===== config.mk =====
export PLATFORM = sky130hd
export DESIGN_NAME = csr_decode_top
export DESIGN_NICKNAME = d
export VERILOG_FILES = /design/src/rtl/csr_pkg.sv /design/src/rtl/csr_addr_decode.sv /design/src/rtl/csr_access_check.sv /design/src/rtl/csr_decode_top.sv
export SDC_FILE = /design/constraint.sdc
export NUM_CORES = 1
export LEC_CHECK = 0
export BUFFER_PORTS_ARGS = -buffer_cell sky130_fd_sc_hd__buf_2
export CAP_MARGIN = 25
export CORE_MARGIN = 2
export CORE_UTILIZATION = 35
export DETAILED_ROUTE_END_ITERATION = 7
export PLACE_DENSITY = 0.56
export SLEW_MARGIN = 20
export SYNTH_ARGS = -nofsm -noshare
export SYNTH_HDL_FRONTEND = slang
export SYNTH_HIERARCHICAL = 1
export SYNTH_SLANG_ARGS = --single-unit
export TNS_END_PERCENT = 10

===== constraint.sdc =====
create_clock -name clk -period 4.3 [get_ports clk]
set_clock_uncertainty 0.2 [all_clocks]
set_input_delay 0.43 -clock clk [delete_from_list [all_inputs] [get_ports clk]]
set_output_delay 0.43 -clock clk [all_outputs]
set_load 0.01 [all_outputs]

===== src/rtl/csr_pkg.sv =====
/*
 * CSR decode package
 * address view, pipeline payload types, CSR identifiers and the
 * exact-address attribute table used by the decode stage
 */

`default_nettype none

package csr_pkg;

   localparam int CSR_ADDR_W = 12;
   localparam int CSR_NUM    = 22;

   // bits 11:4 shared by the debug-mode-only CSRs
   localparam logic [7:0] DEBUG_RANGE = 8'h7B;

   // ******************************
   // address, raw word or RISC-V fields
   // ******************************
   typedef struct packed {
      logic [1:0] access;
      logic [1:0] priv;
      logic [7:0] index;
   } csr_addr_f_t;

   typedef union packed {
      logic [CSR_ADDR_W-1:0] raw;
      csr_addr_f_t           f;
   } csr_addr_u;

   typedef enum logic [4:0] {
      CSR_NONE = 5'd0,
      CSR_MSTATUS,
      CSR_MISA,
      CSR_MIE,
      CSR_MTVEC,
      CSR_MSCRATCH,
      CSR_MEPC,
      CSR_MCAUSE,
      CSR_MTVAL,
      CSR_MIP,
      CSR_MCYCLE,
      CSR_MCYCLEH,
      CSR_MINSTRET,
      CSR_MINSTRETH,
      CSR_MVENDORID,
      CSR_MARCHID,
      CSR_MIMPID,
      CSR_MHARTID,
      CSR_DCSR,
      CSR_DPC,
      CSR_MITCNT0,
      CSR_MITB0,
      CSR_MITCTL0
   } csr_id_e;

   typedef struct packed {
      logic [CSR_ADDR_W-1:0] addr;
      csr_id_e               id;
      logic                  presync;
      logic                  postsync;
   } csr_attr_t;

   // ******************************
   // kept CSRs
   // ******************************
   // counters wait for older instructions, state changers flush younger ones
   localparam csr_attr_t CSR_TABLE [CSR_NUM] = '{
      '{addr: 12'h300, id: CSR_MSTATUS,   presync: 1'b0, postsync: 1'b1},
      '{addr: 12'h301, id: CSR_MISA,      presync: 1'b0, postsync: 1'b0},
      '{addr: 12'h304, id: CSR_MIE,       presync: 1'b0, postsync: 1'b1},
      '{addr: 12'h305, id: CSR_MTVEC,     presync: 1'b0, postsync: 1'b1},
      '{addr: 12'h340, id: CSR_MSCRATCH,  presync: 1'b0, postsync: 1'b0},
      '{addr: 12'h341, id: CSR_MEPC,      presync: 1'b0, postsync: 1'b1},
      '{addr: 12'h342, id: CSR_MCAUSE,    presync: 1'b0, postsync: 1'b0},
      '{addr: 12'h343, id: CSR_MTVAL,     presync: 1'b0, postsync: 1'b0},
      '{addr: 12'h344, id: CSR_MIP,       presync: 1'b0, postsync: 1'b0},
      '{addr: 12'hB00, id: CSR_MCYCLE,    presync: 1'b1, postsync: 1'b0},
      '{addr: 12'hB80, id: CSR_MCYCLEH,   presync: 1'b1, postsync: 1'b0},
      '{addr: 12'hB02, id: CSR_MINSTRET,  presync: 1'b1, postsync: 1'b0},
      '{addr: 12'hB82, id: CSR_MINSTRETH, presync: 1'b1, postsync: 1'b0},
      '{addr: 12'hF11, id: CSR_MVENDORID, presync: 1'b0, postsync: 1'b0},
      '{addr: 12'hF12, id: CSR_MARCHID,   presync: 1'b0, postsync: 1'b0},
      '{addr: 12'hF13, id: CSR_MIMPID,    presync: 1'b0, postsync: 1'b0},
      '{addr: 12'hF14, id: CSR_MHARTID,   presync: 1'b0, postsync: 1'b0},
      '{addr: 12'h7B0, id: CSR_DCSR,      presync: 1'b0, postsync: 1'b1},
      '{addr: 12'h7B1, id: CSR_DPC,       presync: 1'b0, postsync: 1'b1},
      '{addr: 12'h7D2, id: CSR_MITCNT0,   presync: 1'b0, postsync: 1'b0},
      '{addr: 12'h7D3, id: CSR_MITB0,     presync: 1'b0, postsync: 1'b0},
      '{addr: 12'h7D4, id: CSR_MITCTL0,   presync: 1'b0, postsync: 1'b1}
   };

   // ******************************
   // pipeline payloads
   // ******************************
   typedef struct packed {
      csr_addr_u addr;
      logic      wen;
      logic      dbg_halted;
   } csr_req_t;

   typedef struct packed {
      csr_id_e id;
      logic    known;
      logic    read_only;
      logic    debug_only;
      logic    presync;
      logic    postsync;
      logic    wen;
      logic    dbg_halted;
   } csr_dec_t;

   typedef struct packed {
      csr_id_e id;
      logic    legal;
      logic    presync;
      logic    postsync;
   } csr_resp_t;

endpackage

`default_nettype wire


===== src/rtl/csr_addr_decode.sv =====
/*
 * CSR address decode, pipeline stage 1
 * looks up the identifier and sync attributes of a CSR address,
 * derives the read-only and debug-only rules from its fields
 */

`timescale 1ns/1ps
`default_nettype none

module csr_addr_decode
   import csr_pkg::*;
(
   input  logic     clk,
   input  logic     reset,

   input  logic     req_valid,
   input  csr_req_t req,
   output logic     req_ready,

   output logic     dec_valid,
   output csr_dec_t dec,
   input  logic     dec_ready
);

   csr_id_e  hit_id;
   logic     hit_known;
   logic     hit_presync;
   logic     hit_postsync;
   logic     read_only;
   logic     debug_only;
   csr_dec_t dec_next;

   // ******************************
   // exact address lookup
   // ******************************
   always_comb begin
      hit_id       = CSR_NONE;
      hit_known    = 1'b0;
      hit_presync  = 1'b0;
      hit_postsync = 1'b0;
      for (int i = 0; i < CSR_NUM; i++) begin
         if (CSR_TABLE[i].addr == req.addr.raw) begin
            hit_id       = CSR_TABLE[i].id;
            hit_known    = 1'b1;
            hit_presync  = CSR_TABLE[i].presync;
            hit_postsync = CSR_TABLE[i].postsync;
         end
      end
   end

   // ******************************
   // rules from the address fields
   // ******************************
   // access 2'b11 is the read-only quadrant of the CSR space
   assign read_only = (req.addr.f.access == 2'b11);

   // 0x7B0-0x7BF only reachable in debug mode
   assign debug_only = ({req.addr.f.access, req.addr.f.priv, req.addr.f.index[7:4]}
                        == DEBUG_RANGE);

   always_comb begin
      dec_next.id         = hit_id;
      dec_next.known      = hit_known;
      dec_next.read_only  = read_only;
      dec_next.debug_only = debug_only;
      dec_next.presync    = hit_presync;
      dec_next.postsync   = hit_postsync;
      dec_next.wen        = req.wen;
      dec_next.dbg_halted = req.dbg_halted;
   end

   // ******************************
   // output slot
   // ******************************
   // take a new item when empty or when the current one leaves this cycle
   assign req_ready = ~dec_valid | dec_ready;

   always_ff @(posedge clk) begin
      if (reset) begin
         dec_valid <= 1'b0;
      end else if (req_ready) begin
         dec_valid <= req_valid;
      end
   end

   always_ff @(posedge clk) begin
      if (req_valid && req_ready) begin
         dec <= dec_next;
      end
   end

endmodule

`default_nettype wire


===== src/rtl/csr_access_check.sv =====
/*
 * CSR access check, pipeline stage 2
 * applies write, debug-mode and timer configuration rules to a decoded
 * CSR access and registers the legal and sync response
 */

`timescale 1ns/1ps
`default_nettype none

module csr_access_check
   import csr_pkg::*;
#(
   parameter bit TIMER_LEGAL_EN = 1'b1
) (
   input  logic      clk,
   input  logic      reset,

   input  logic      dec_valid,
   input  csr_dec_t  dec,
   output logic      dec_ready,

   output logic      resp_valid,
   output csr_resp_t resp,
   input  logic      resp_ready
);

   logic      timer_csr;
   logic      debug_block;
   logic      ro_write;
   logic      timer_block;
   logic      legal;
   csr_resp_t resp_next;

   // ******************************
   // legality rules
   // ******************************
   assign timer_csr = (dec.id == CSR_MITCNT0) |
                      (dec.id == CSR_MITB0)   |
                      (dec.id == CSR_MITCTL0);

   // debug CSRs while the core runs
   assign debug_block = dec.debug_only & ~dec.dbg_halted;

   // identity CSRs and the rest of the read-only quadrant
   assign ro_write = dec.wen & dec.read_only;

   // internal timer not built in
   assign timer_block = timer_csr & ~TIMER_LEGAL_EN;

   assign legal = dec.known & ~debug_block & ~ro_write & ~timer_block;

   always_comb begin
      resp_next.id       = dec.id;
      resp_next.legal    = legal;
      // counter writes need no wait, only reads must see older retires
      resp_next.presync  = dec.presync & ~dec.wen;
      resp_next.postsync = dec.postsync;
   end

   // ******************************
   // output slot
   // ******************************
   assign dec_ready = ~resp_valid | resp_ready;

   always_ff @(posedge clk) begin
      if (reset) begin
         resp_valid <= 1'b0;
      end else if (dec_ready) begin
         resp_valid <= dec_valid;
      end
   end

   always_ff @(posedge clk) begin
      if (dec_valid && dec_ready) begin
         resp <= resp_next;
      end
   end

endmodule

`default_nettype wire


===== src/rtl/csr_decode_top.sv =====
/*
 * CSR decoder top
 * two-stage valid/ready pipeline, address decode then access check
 */

`timescale 1ns/1ps
`default_nettype none

module csr_decode_top
   import csr_pkg::*;
#(
   parameter bit TIMER_LEGAL_EN = 1'b1
) (
   input  logic      clk,
   input  logic      reset,

   input  logic      req_valid,
   input  csr_req_t  req,
   output logic      req_ready,

   output logic      resp_valid,
   output csr_resp_t resp,
   input  logic      resp_ready
);

   // stage 1 to stage 2 link
   logic     dec_valid;
   csr_dec_t dec;
   logic     dec_ready;

   // ******************************
   // stage 1
   // ******************************
   csr_addr_decode i_csr_addr_decode (
      .clk       (clk),
      .reset     (reset),
      .req_valid (req_valid),
      .req       (req),
      .req_ready (req_ready),
      .dec_valid (dec_valid),
      .dec       (dec),
      .dec_ready (dec_ready)
   );

   // ******************************
   // stage 2
   // ******************************
   csr_access_check #(
      .TIMER_LEGAL_EN (TIMER_LEGAL_EN)
   ) i_csr_access_check (
      .clk        (clk),
      .reset      (reset),
      .dec_valid  (dec_valid),
      .dec        (dec),
      .dec_ready  (dec_ready),
      .resp_valid (resp_valid),
      .resp       (resp),
      .resp_ready (resp_ready)
   );

endmodule

`default_nettype wire


# ---- Word level (Yosys, flattened, before mapping)
# Cells that the tools add are included.
dict set report totals {
  memories 0
  latchBits 0
  ramBits 0
  rom_bits 0
  inputBits 18
  out_inout_bits 10
  elab_cells 105
  reg_bits 22
}
dict set report op_classes {
  order_cmp 0
  n_mux 46
  n_eq_ne 24
  n_reduce_logical 6
  n_shift 0
  n_bitwise 13
  n_addsub 0
  mul 0
  n_div 0
}
# operator n
set ops {}
lappend ops {{$eq 10x12->1 const A} 9}
lappend ops {{$eq 12x12->1 const A} 8}
lappend ops {{$mux 5} 14}
lappend ops {{$eq 11x12->1 const A} 5}
lappend ops {{$mux 1} 26}
lappend ops {{$reduce_or 21->1} 1}
lappend ops {{$mux 3} 4}
lappend ops {{$reduce_or 9->1} 1}
lappend ops {{$eq 8x7->1 const B} 1}
lappend ops {{$reduce_or 7->1} 1}
lappend ops {{$not 1->1} 6}
lappend ops {{$and 1x1->1} 5}
lappend ops {{$mux 2} 2}
lappend ops {{$reduce_or 3->1} 1}
lappend ops {{$eq 2x2->1 const B} 1}
lappend ops {{$logic_and 1x1->1} 2}
lappend ops {{$or 1x1->1} 2}

# ---- Logic depth before layout (Yosys ltp)
# Gate-level depths: netlist of run 1.
dict set report depth {
  word_depth 22
  depth_mapped 5
}

# ---- Hierarchy
# Netlist of run 1, hierarchy kept.
# module seq_area_each_um2 cells_each area_per_inst_um2 instances
set by_module_without_submodules {}
lappend by_module_without_submodules {csr_addr_decode 380.4 91 895.9 1}
lappend by_module_without_submodules {csr_access_check 260.2 17 325.3 1}

# ---- Worst setup path before layout of run 1
# OpenSTA, ideal clock, no wires.
dict set report synth_timing {
  path_type {input -> register}
  start {in req[7] (netlist bit)}
  end {reg, netlist name i_csr_addr_decode/dec[10]}
  stages 3
  slack_ps 2354
  n_path_buf 0
  required_ps 3924
  arrival_ps 1570
  path_cell_list {or4_4 or4_4 o311ai_2}
}
dict set report synth_between {
  elab_chain_len 14
}
# element line_no
set synth_rtl {}
lappend synth_rtl {{start: declaration} csr_decode_top.sv:18} ;# input csr_req_t req,
lappend synth_rtl {{$eq 10x12->1} csr_addr_decode.sv:42} ;# if (CSR_TABLE[i].addr == req.addr.raw) begin
lappend synth_rtl {{$mux 5 (13 in series)} csr_addr_decode.sv:42}
# Parallel ways exist; a longest one is shown, timed or not.
# A chain may end at the register's enable or synchronous reset.

# ---- Worst setup path after layout of run 1
dict set report layout_timing {
  start {in req[4] (netlist bit)}
  end {reg, netlist name i_csr_addr_decode/dec[11]}
}
dict set report layout_between {
  elab_chain_len 14
}
# element line_no
set layout_rtl {}
lappend layout_rtl {{$eq 10x12->1} csr_addr_decode.sv:42}
lappend layout_rtl {{$mux 5 (13 in series)} csr_addr_decode.sv:42}
# Parallel ways exist; a longest one is shown, timed or not.

==> results of run 1 <==
final cells by class:
type                       count  area [um2]
fill                         334        1910
sequential                    22         641
multi-input combinational     74         534
timing repair buffer          27         135
tap                           46        57.6
clock buffer                   4        36.3
inverter                       7        26.3
stage by stage:
stage / cell area [um2] / util / cells / power [W]
2_1_floorplan: 1220 / - / 108 / 0.000282
3_3_place_gp: 1390 / 0.418 / 176 / 0.000303
3_5_place_dp: 1390 / 0.418 / 176 / 0.000304
4_1_cts: 1430 / 0.429 / 180 / 0.000411
5_1_grt: 1430 / 0.429 / 180 / 0.000425
6_report: 1430 / 0.429 / 180 / 0.000403
power breakdown:
group | internal (W) | switching (W)
sequential | 0.000243 | 0.00000292
combinational | 0.0000213 | 0.0000322
clock | 0.0000516 | 0.0000522
total | 0.000316 | 0.0000874
sequential cells by signal, summed over array words and instances (netlist names):
name	flops
i_csr_addr_decode/dec_valid	1
i_csr_addr_decode/dec	12
i_csr_access_check/resp	8
i_csr_access_check/resp_valid	1
cells in the final DEF (no fill, tap or decap), drive strengths merged, types with 3 or more instances in the layout:
cell type / count
clkbuf: 4
nand4: 4
nor4: 3
nor3: 4
a21oi: 5
and2: 3
buf: 27
o21ai: 3
nand2: 3
inv: 7
nor2: 7
nand2b: 5
edfxtp: 20
metal layers:
layer  vias to the layer above  part of all wire  wire (um)  global-route usage
met5                         -                 0          0                   0
met4                         0             0.025         56              0.0917
met3                         6             0.048        106              0.0125
met2                        38              0.49       1090               0.191
met1                       423              0.43        957               0.143
li1                        474                 -          -                   -
how the worst max path moves through the flow:
stage          slack (ns)   start  cells past startpoint                   endpoint
2_1_floorplan        2.35  req[7]                      3  i_csr_addr_decode/dec[10]
3_3_place_gp         2.09  req[4]                      5  i_csr_addr_decode/dec[11]
3_5_place_dp         2.04  req[4]                      5  i_csr_addr_decode/dec[11]
4_1_cts              2.35  req[4]                      5  i_csr_addr_decode/dec[11]
5_1_grt              2.19  req[4]                      5  i_csr_addr_decode/dec[11]
6_report             2.32  req[4]                      5  i_csr_addr_decode/dec[11]
worst register-to-register path: stages (launching register included):
cell	delay, ns
dfxtp_1	0.35
nand2b_4	0.08
nand2b_1	0.13
and2_1	0.45
logic make-up (layout without fill, tap and decap cells):
| family | after synthesis | in the layout | synth area share |
|---|---|---|---|
| buf+inv | 12 | 38 | 0.0379 |
| xor+xnor | 3 | 3 | 0.0215 |
| mux | 1 | 1 | 0.00820 |
| simple gates | 46 | 46 | 0.252 |
| compound gates | 24 | 24 | 0.156 |
| flops | 22 | 22 | 0.525 |
==> run metrics, run 1 <==
hold path startpoint reset; worst-path maximum fanout 15; Top delay family on crit path compound AO/OA/AOI/OAI gates; Crit Path Category in2reg; vias between 900 and 1000; CTS hold repair buffers 0; Syn Nets between 100 and 150; max_cap viols 0; 1st-iter DRT viols 17; hold path endpoint i_csr_access_check/resp_valid; Post-CTS Resized 0; Clock transition at path regs roughly 0.10 ns; Rel. slew slack 0.669; Cell variety after synth between 40 and 50; Hold Vio Cnt, Final 0; Buf/Inv on CP 1; count leader, synth edfxtp_1; R2R depth 3; largest net degree at the start of global routing 22; Mean Syn Cell Area approximately 11 um2; minimum clock period 1.98 ns; Slew @ Worst Pin roughly 0.50 ns; initial antenna violation count 0; Yosys reg bits 22; Setup Fix Bufs, Post-CTS 0; Tcrit/Tclk final 0.459; r2r setup slk ~2.7 ns; DRC Markers 0; Crit Reg-Reg Startpoint i_csr_access_check/resp_valid; Yosys top cell area share 0.492; Placer Congestion roughly 0.9; Worst VDD drop 0.0000761 V; Synth top cells by count edfxtp_1 (20), inv_1 (7), nor2_1 (7); pwr dens ~280 mW/mm2; synth warn 6; post-synth top area cell edfxtp_1; status finished, final reports clean; mapped cell area 0.00122 mm2; vias in the first global route around 870; total track usage 0.118; worst path arrival time around 1.9 ns; final worst slack roughly 2.3 ns; Hold Path Depth 2; area delta synth->final 17.1%; CP max stage delay 0.51 ns; FMAX 506 MHz; Detail Route Antenna Nets 0; ys async rst share 0; Post-synth EDFFs 20; worst slack, placed approximately 2.0 ns; endpoints failing setup 0; HPWL after detailed placement ~1700 um; Clock Sinks 22; IO Port Bufs 27; clock tree from TritonCTS done; total CTS buffers 3; H-Tree Depth 1; Starting Density 0.366; startpoint types primary input; routed len/inst about 12 um; Post-Syn Instances roughly 110; Seq/Total Area, Yosys 0.525; Clock Path Buffers 2; proportion of layout cells with a drive suffix above 1 0.299; die outline area a little under 0.004 mm2; Cell Chain, Critical Path buf_2, or3b_2, a21boi_1, o32a_1, o41ai_1; synth top area cells edfxtp_1 (49%), dfxtp_1 (3.3%), inv_1 (2.2%); io pins 28; n_diodes 0; total negative slack 0 ns; CTS Root Cell clkbuf_4; RSZ-0062 raised after global routing no; Min-Delay Path Class in2reg; Slowest-stage cell, CP or3b_2; CP Capture Type register; grt total ovfl 0; Leak 0.527 nW; worst skew pair latency between 0.2 and 0.3 ns; Hold Slack 0.0987 ns; Final nets ~150; TritonRoute pass-1 iters 4; first-pass GRT wire length ~3700 um; Slew Limit Fails 0; Vias/cell between 5 and 6; worst r2r dst i_csr_addr_decode/dec[1]; Synth Flop Type edfxtp_1; core area roughly 0.0033 mm2; die height ~63 um; row cnt 21; DRT Wirelength ~2200 um; Worst Path Required between 4 and 5 ns; DIE WIDTH roughly 63 um
No activity file was read; power rests on OpenSTA's default activity.
==> inputs of run 2 (changes only) <==
--- a/config.mk
+++ b/config.mk
@@ -10,7 +10,7 @@
 export CORE_MARGIN = 2
 export CORE_UTILIZATION = 35
 export DETAILED_ROUTE_END_ITERATION = 7
-export PLACE_DENSITY = 0.56
+export PLACE_DENSITY = 0.58
 export SLEW_MARGIN = 20
 export SYNTH_ARGS = -nofsm -noshare
 export SYNTH_HDL_FRONTEND = slang
==> constraint.sdc (replaced) <==
create_clock -name clk -period 1.8 [get_ports clk]
set_clock_uncertainty 0.2 [all_clocks]
set_input_delay 0.18 -clock clk [delete_from_list [all_inputs] [get_ports clk]]
set_output_delay 0.18 -clock clk [all_outputs]
set_load 0.01 [all_outputs]
==> run metrics, run 2 (same netlist as run 1, synthesis figures left out) <==
io pins 28 (unchanged); Final nets 180 (was 153); pwr dens 589 mW/mm2 (was 282 mW/mm2); IO Port Bufs 27 (unchanged); Final Core Density 0.490 (was 0.429); largest registers i_csr_addr_decode/dec x12, i_csr_access_check/resp x8 (unchanged); Hold Vio Cnt, Final 0 (unchanged); Slew Limit Fails 0 (unchanged); die outline area 0.00398 mm2 (unchanged); routed len/inst 12.6 um (was 12.3 um); CP Capture Type register (unchanged); Filler cells 324 (was 334); row cnt 21 (unchanged); Slew @ Worst Pin 0.379 ns (was 0.496 ns); FMAX around 620 MHz; worst-path maximum fanout 4 (was 15); total CTS buffers 3 (unchanged); Clock transition at path regs 0.11 ns (was 0.10 ns); Worst Path Required 1.67 ns (was 4.18 ns); Largest register FFs 12 (unchanged); max_cap viols 0 (unchanged); Hold Slack 0.0536 ns (was 0.0987 ns); CP max stage delay 0.40 ns (was 0.51 ns); 1st-iter DRT viols 31 (was 17); Clock Path Buffers 2 (unchanged); Detail Route Antenna Nets 0 (unchanged); core area 0.00334 mm2 (unchanged); Min-Delay Path Class in2reg (unchanged); TritonRoute pass-1 iters 4 (unchanged); Tcrit/Tclk final 0.894; largest net degree at the start of global routing 16 (was 22); Setup Fix Bufs, Post-CTS 0 (unchanged); clock tree from TritonCTS done (unchanged); die height 63.1 um (unchanged); Vias/cell 4.92 (was 5.23); CTS Root Cell clkbuf_4 (unchanged); status finished, final reports clean (unchanged); Clock Sinks 22 (unchanged); grt total ovfl 0 (unchanged); Top delay family on crit path compound AO/OA/AOI/OAI gates (unchanged); DIE WIDTH 63.1 um (unchanged); Leak 0.649 nW (was 0.527 nW); Non-Filler Instances 207 (was 180); area delta synth->final 33.9% (was 17.1%); most frequent cells in the layout buf_2 (27), buf_4 (22), edfxtp_1 (20) (was buf_2 (27), edfxtp_1 (20), inv_1 (7), nor2_1 (7)); proportion of layout cells with a drive suffix above 1 0.379 (was 0.299); initial antenna violation count 0 (unchanged); vias in the first global route 1013 (was 867); worst path arrival time 1.47 ns (was 1.85 ns); n_diodes 0 (unchanged); cell mode on critical path buf_4; minimum clock period between 1.5 and 2 ns; Worst VDD drop 0.000211 V (was 0.0000761 V); Slowest-stage cell, CP or3b_1 (was or3b_2); Crit Path Category in2reg (unchanged); startpoint types primary input (unchanged); Cell Chain, Critical Path buf_2, buf_4, or3b_1, buf_4, o32a_1, o41ai_1 (was buf_2, or3b_2, a21boi_1, o32a_1, o41ai_1); RSZ-0062 raised after global routing no (unchanged); worst skew pair latency 0.29 ns (about the same); total negative slack 0 ns (unchanged); Rel. slew slack 0.744 (was 0.669); first-pass GRT wire length 4390 um (was 3700 um); DRC Markers 0 (unchanged); total track usage 0.139 (was 0.118); Starting Density 0.366 (unchanged); vias 1019 (was 941); Buf/Inv on CP 3 (was 1); H-Tree Depth 1 (unchanged); HPWL after detailed placement 2060 um (was 1720 um); endpoints failing setup 0 (unchanged); Placer Congestion 0.832 (was 0.891); Top reg by flops i_csr_addr_decode/dec (unchanged); DRT Wirelength 2610 um (was 2220 um); commonest non-fill, non-tap cell in the layout buf_2 (unchanged); placed cells 198 (was 176)
-- run 2: final cells by class --
type,count,area (um2),share of cell area
Sequential cell,22,641,0.392
Multi-Input combinational cell,74,534,0.327
Timing Repair Buffer,54,350,0.214
Tap cell,46,57.6,0.0352
Inverter,7,26.3,0.0161
Clock buffer,3,22.5,0.0138
Clock inverter,1,3.75,0.00230
-- run 2: final timing paths --
check	startpoint	end	slack, ns	cells past startpoint
worst min register to register	i_csr_addr_decode/dec[9]	i_csr_access_check/resp[5]	0.23	0
worst max register to register	i_csr_access_check/resp_valid	i_csr_addr_decode/dec[3]	0.39	4
worst min-delay path	req[12]	i_csr_addr_decode/dec[5]	0.05	2
worst max-delay path	req[7]	i_csr_addr_decode/dec[11]	0.19	6
-- run 2: report_power, final --
part / internal, W / leakage [nW] / switching, W
Clock: 0.0000804 / 0.0154 / 0.000125
Sequential: 0.000580 / 0.216 / 0.00000725
Combinational: 0.0000851 / 0.418 / 0.0000864
Total: 0.000745 / 0.649 / 0.000219
-- run 2: metrics by stage --
step | power, W | setup slack [ns] | cell area (um2)
after floorplan | 0.000675 | 0.104 | 1220
after global placement | 0.000758 | -0.0429 | 1560
after detailed placement | 0.000762 | -0.0745 | 1560
after CTS | 0.000973 | 0.233 | 1640
after global routing | 0.00101 | 0.124 | 1640
final | 0.000964 | 0.191 | 1640
-- run 2: what timing repair did --
item	4_1_cts	5_1_grt
gates resized for setup	0	0
hold buffers	5	0
hold endpoints to repair	4	0
-- run 2: per-layer routing --
| metal | vias up | share of wire | global-route usage |
|---|---|---|---|
| met5 | - | 0 | 0 |
| met4 | 0 | 0.021 | 0.0750 |
| met3 | 4 | 0.037 | 0.0196 |
| met2 | 36 | 0.53 | 0.255 |
| met1 | 451 | 0.42 | 0.153 |
| li1 | 528 | - | - |
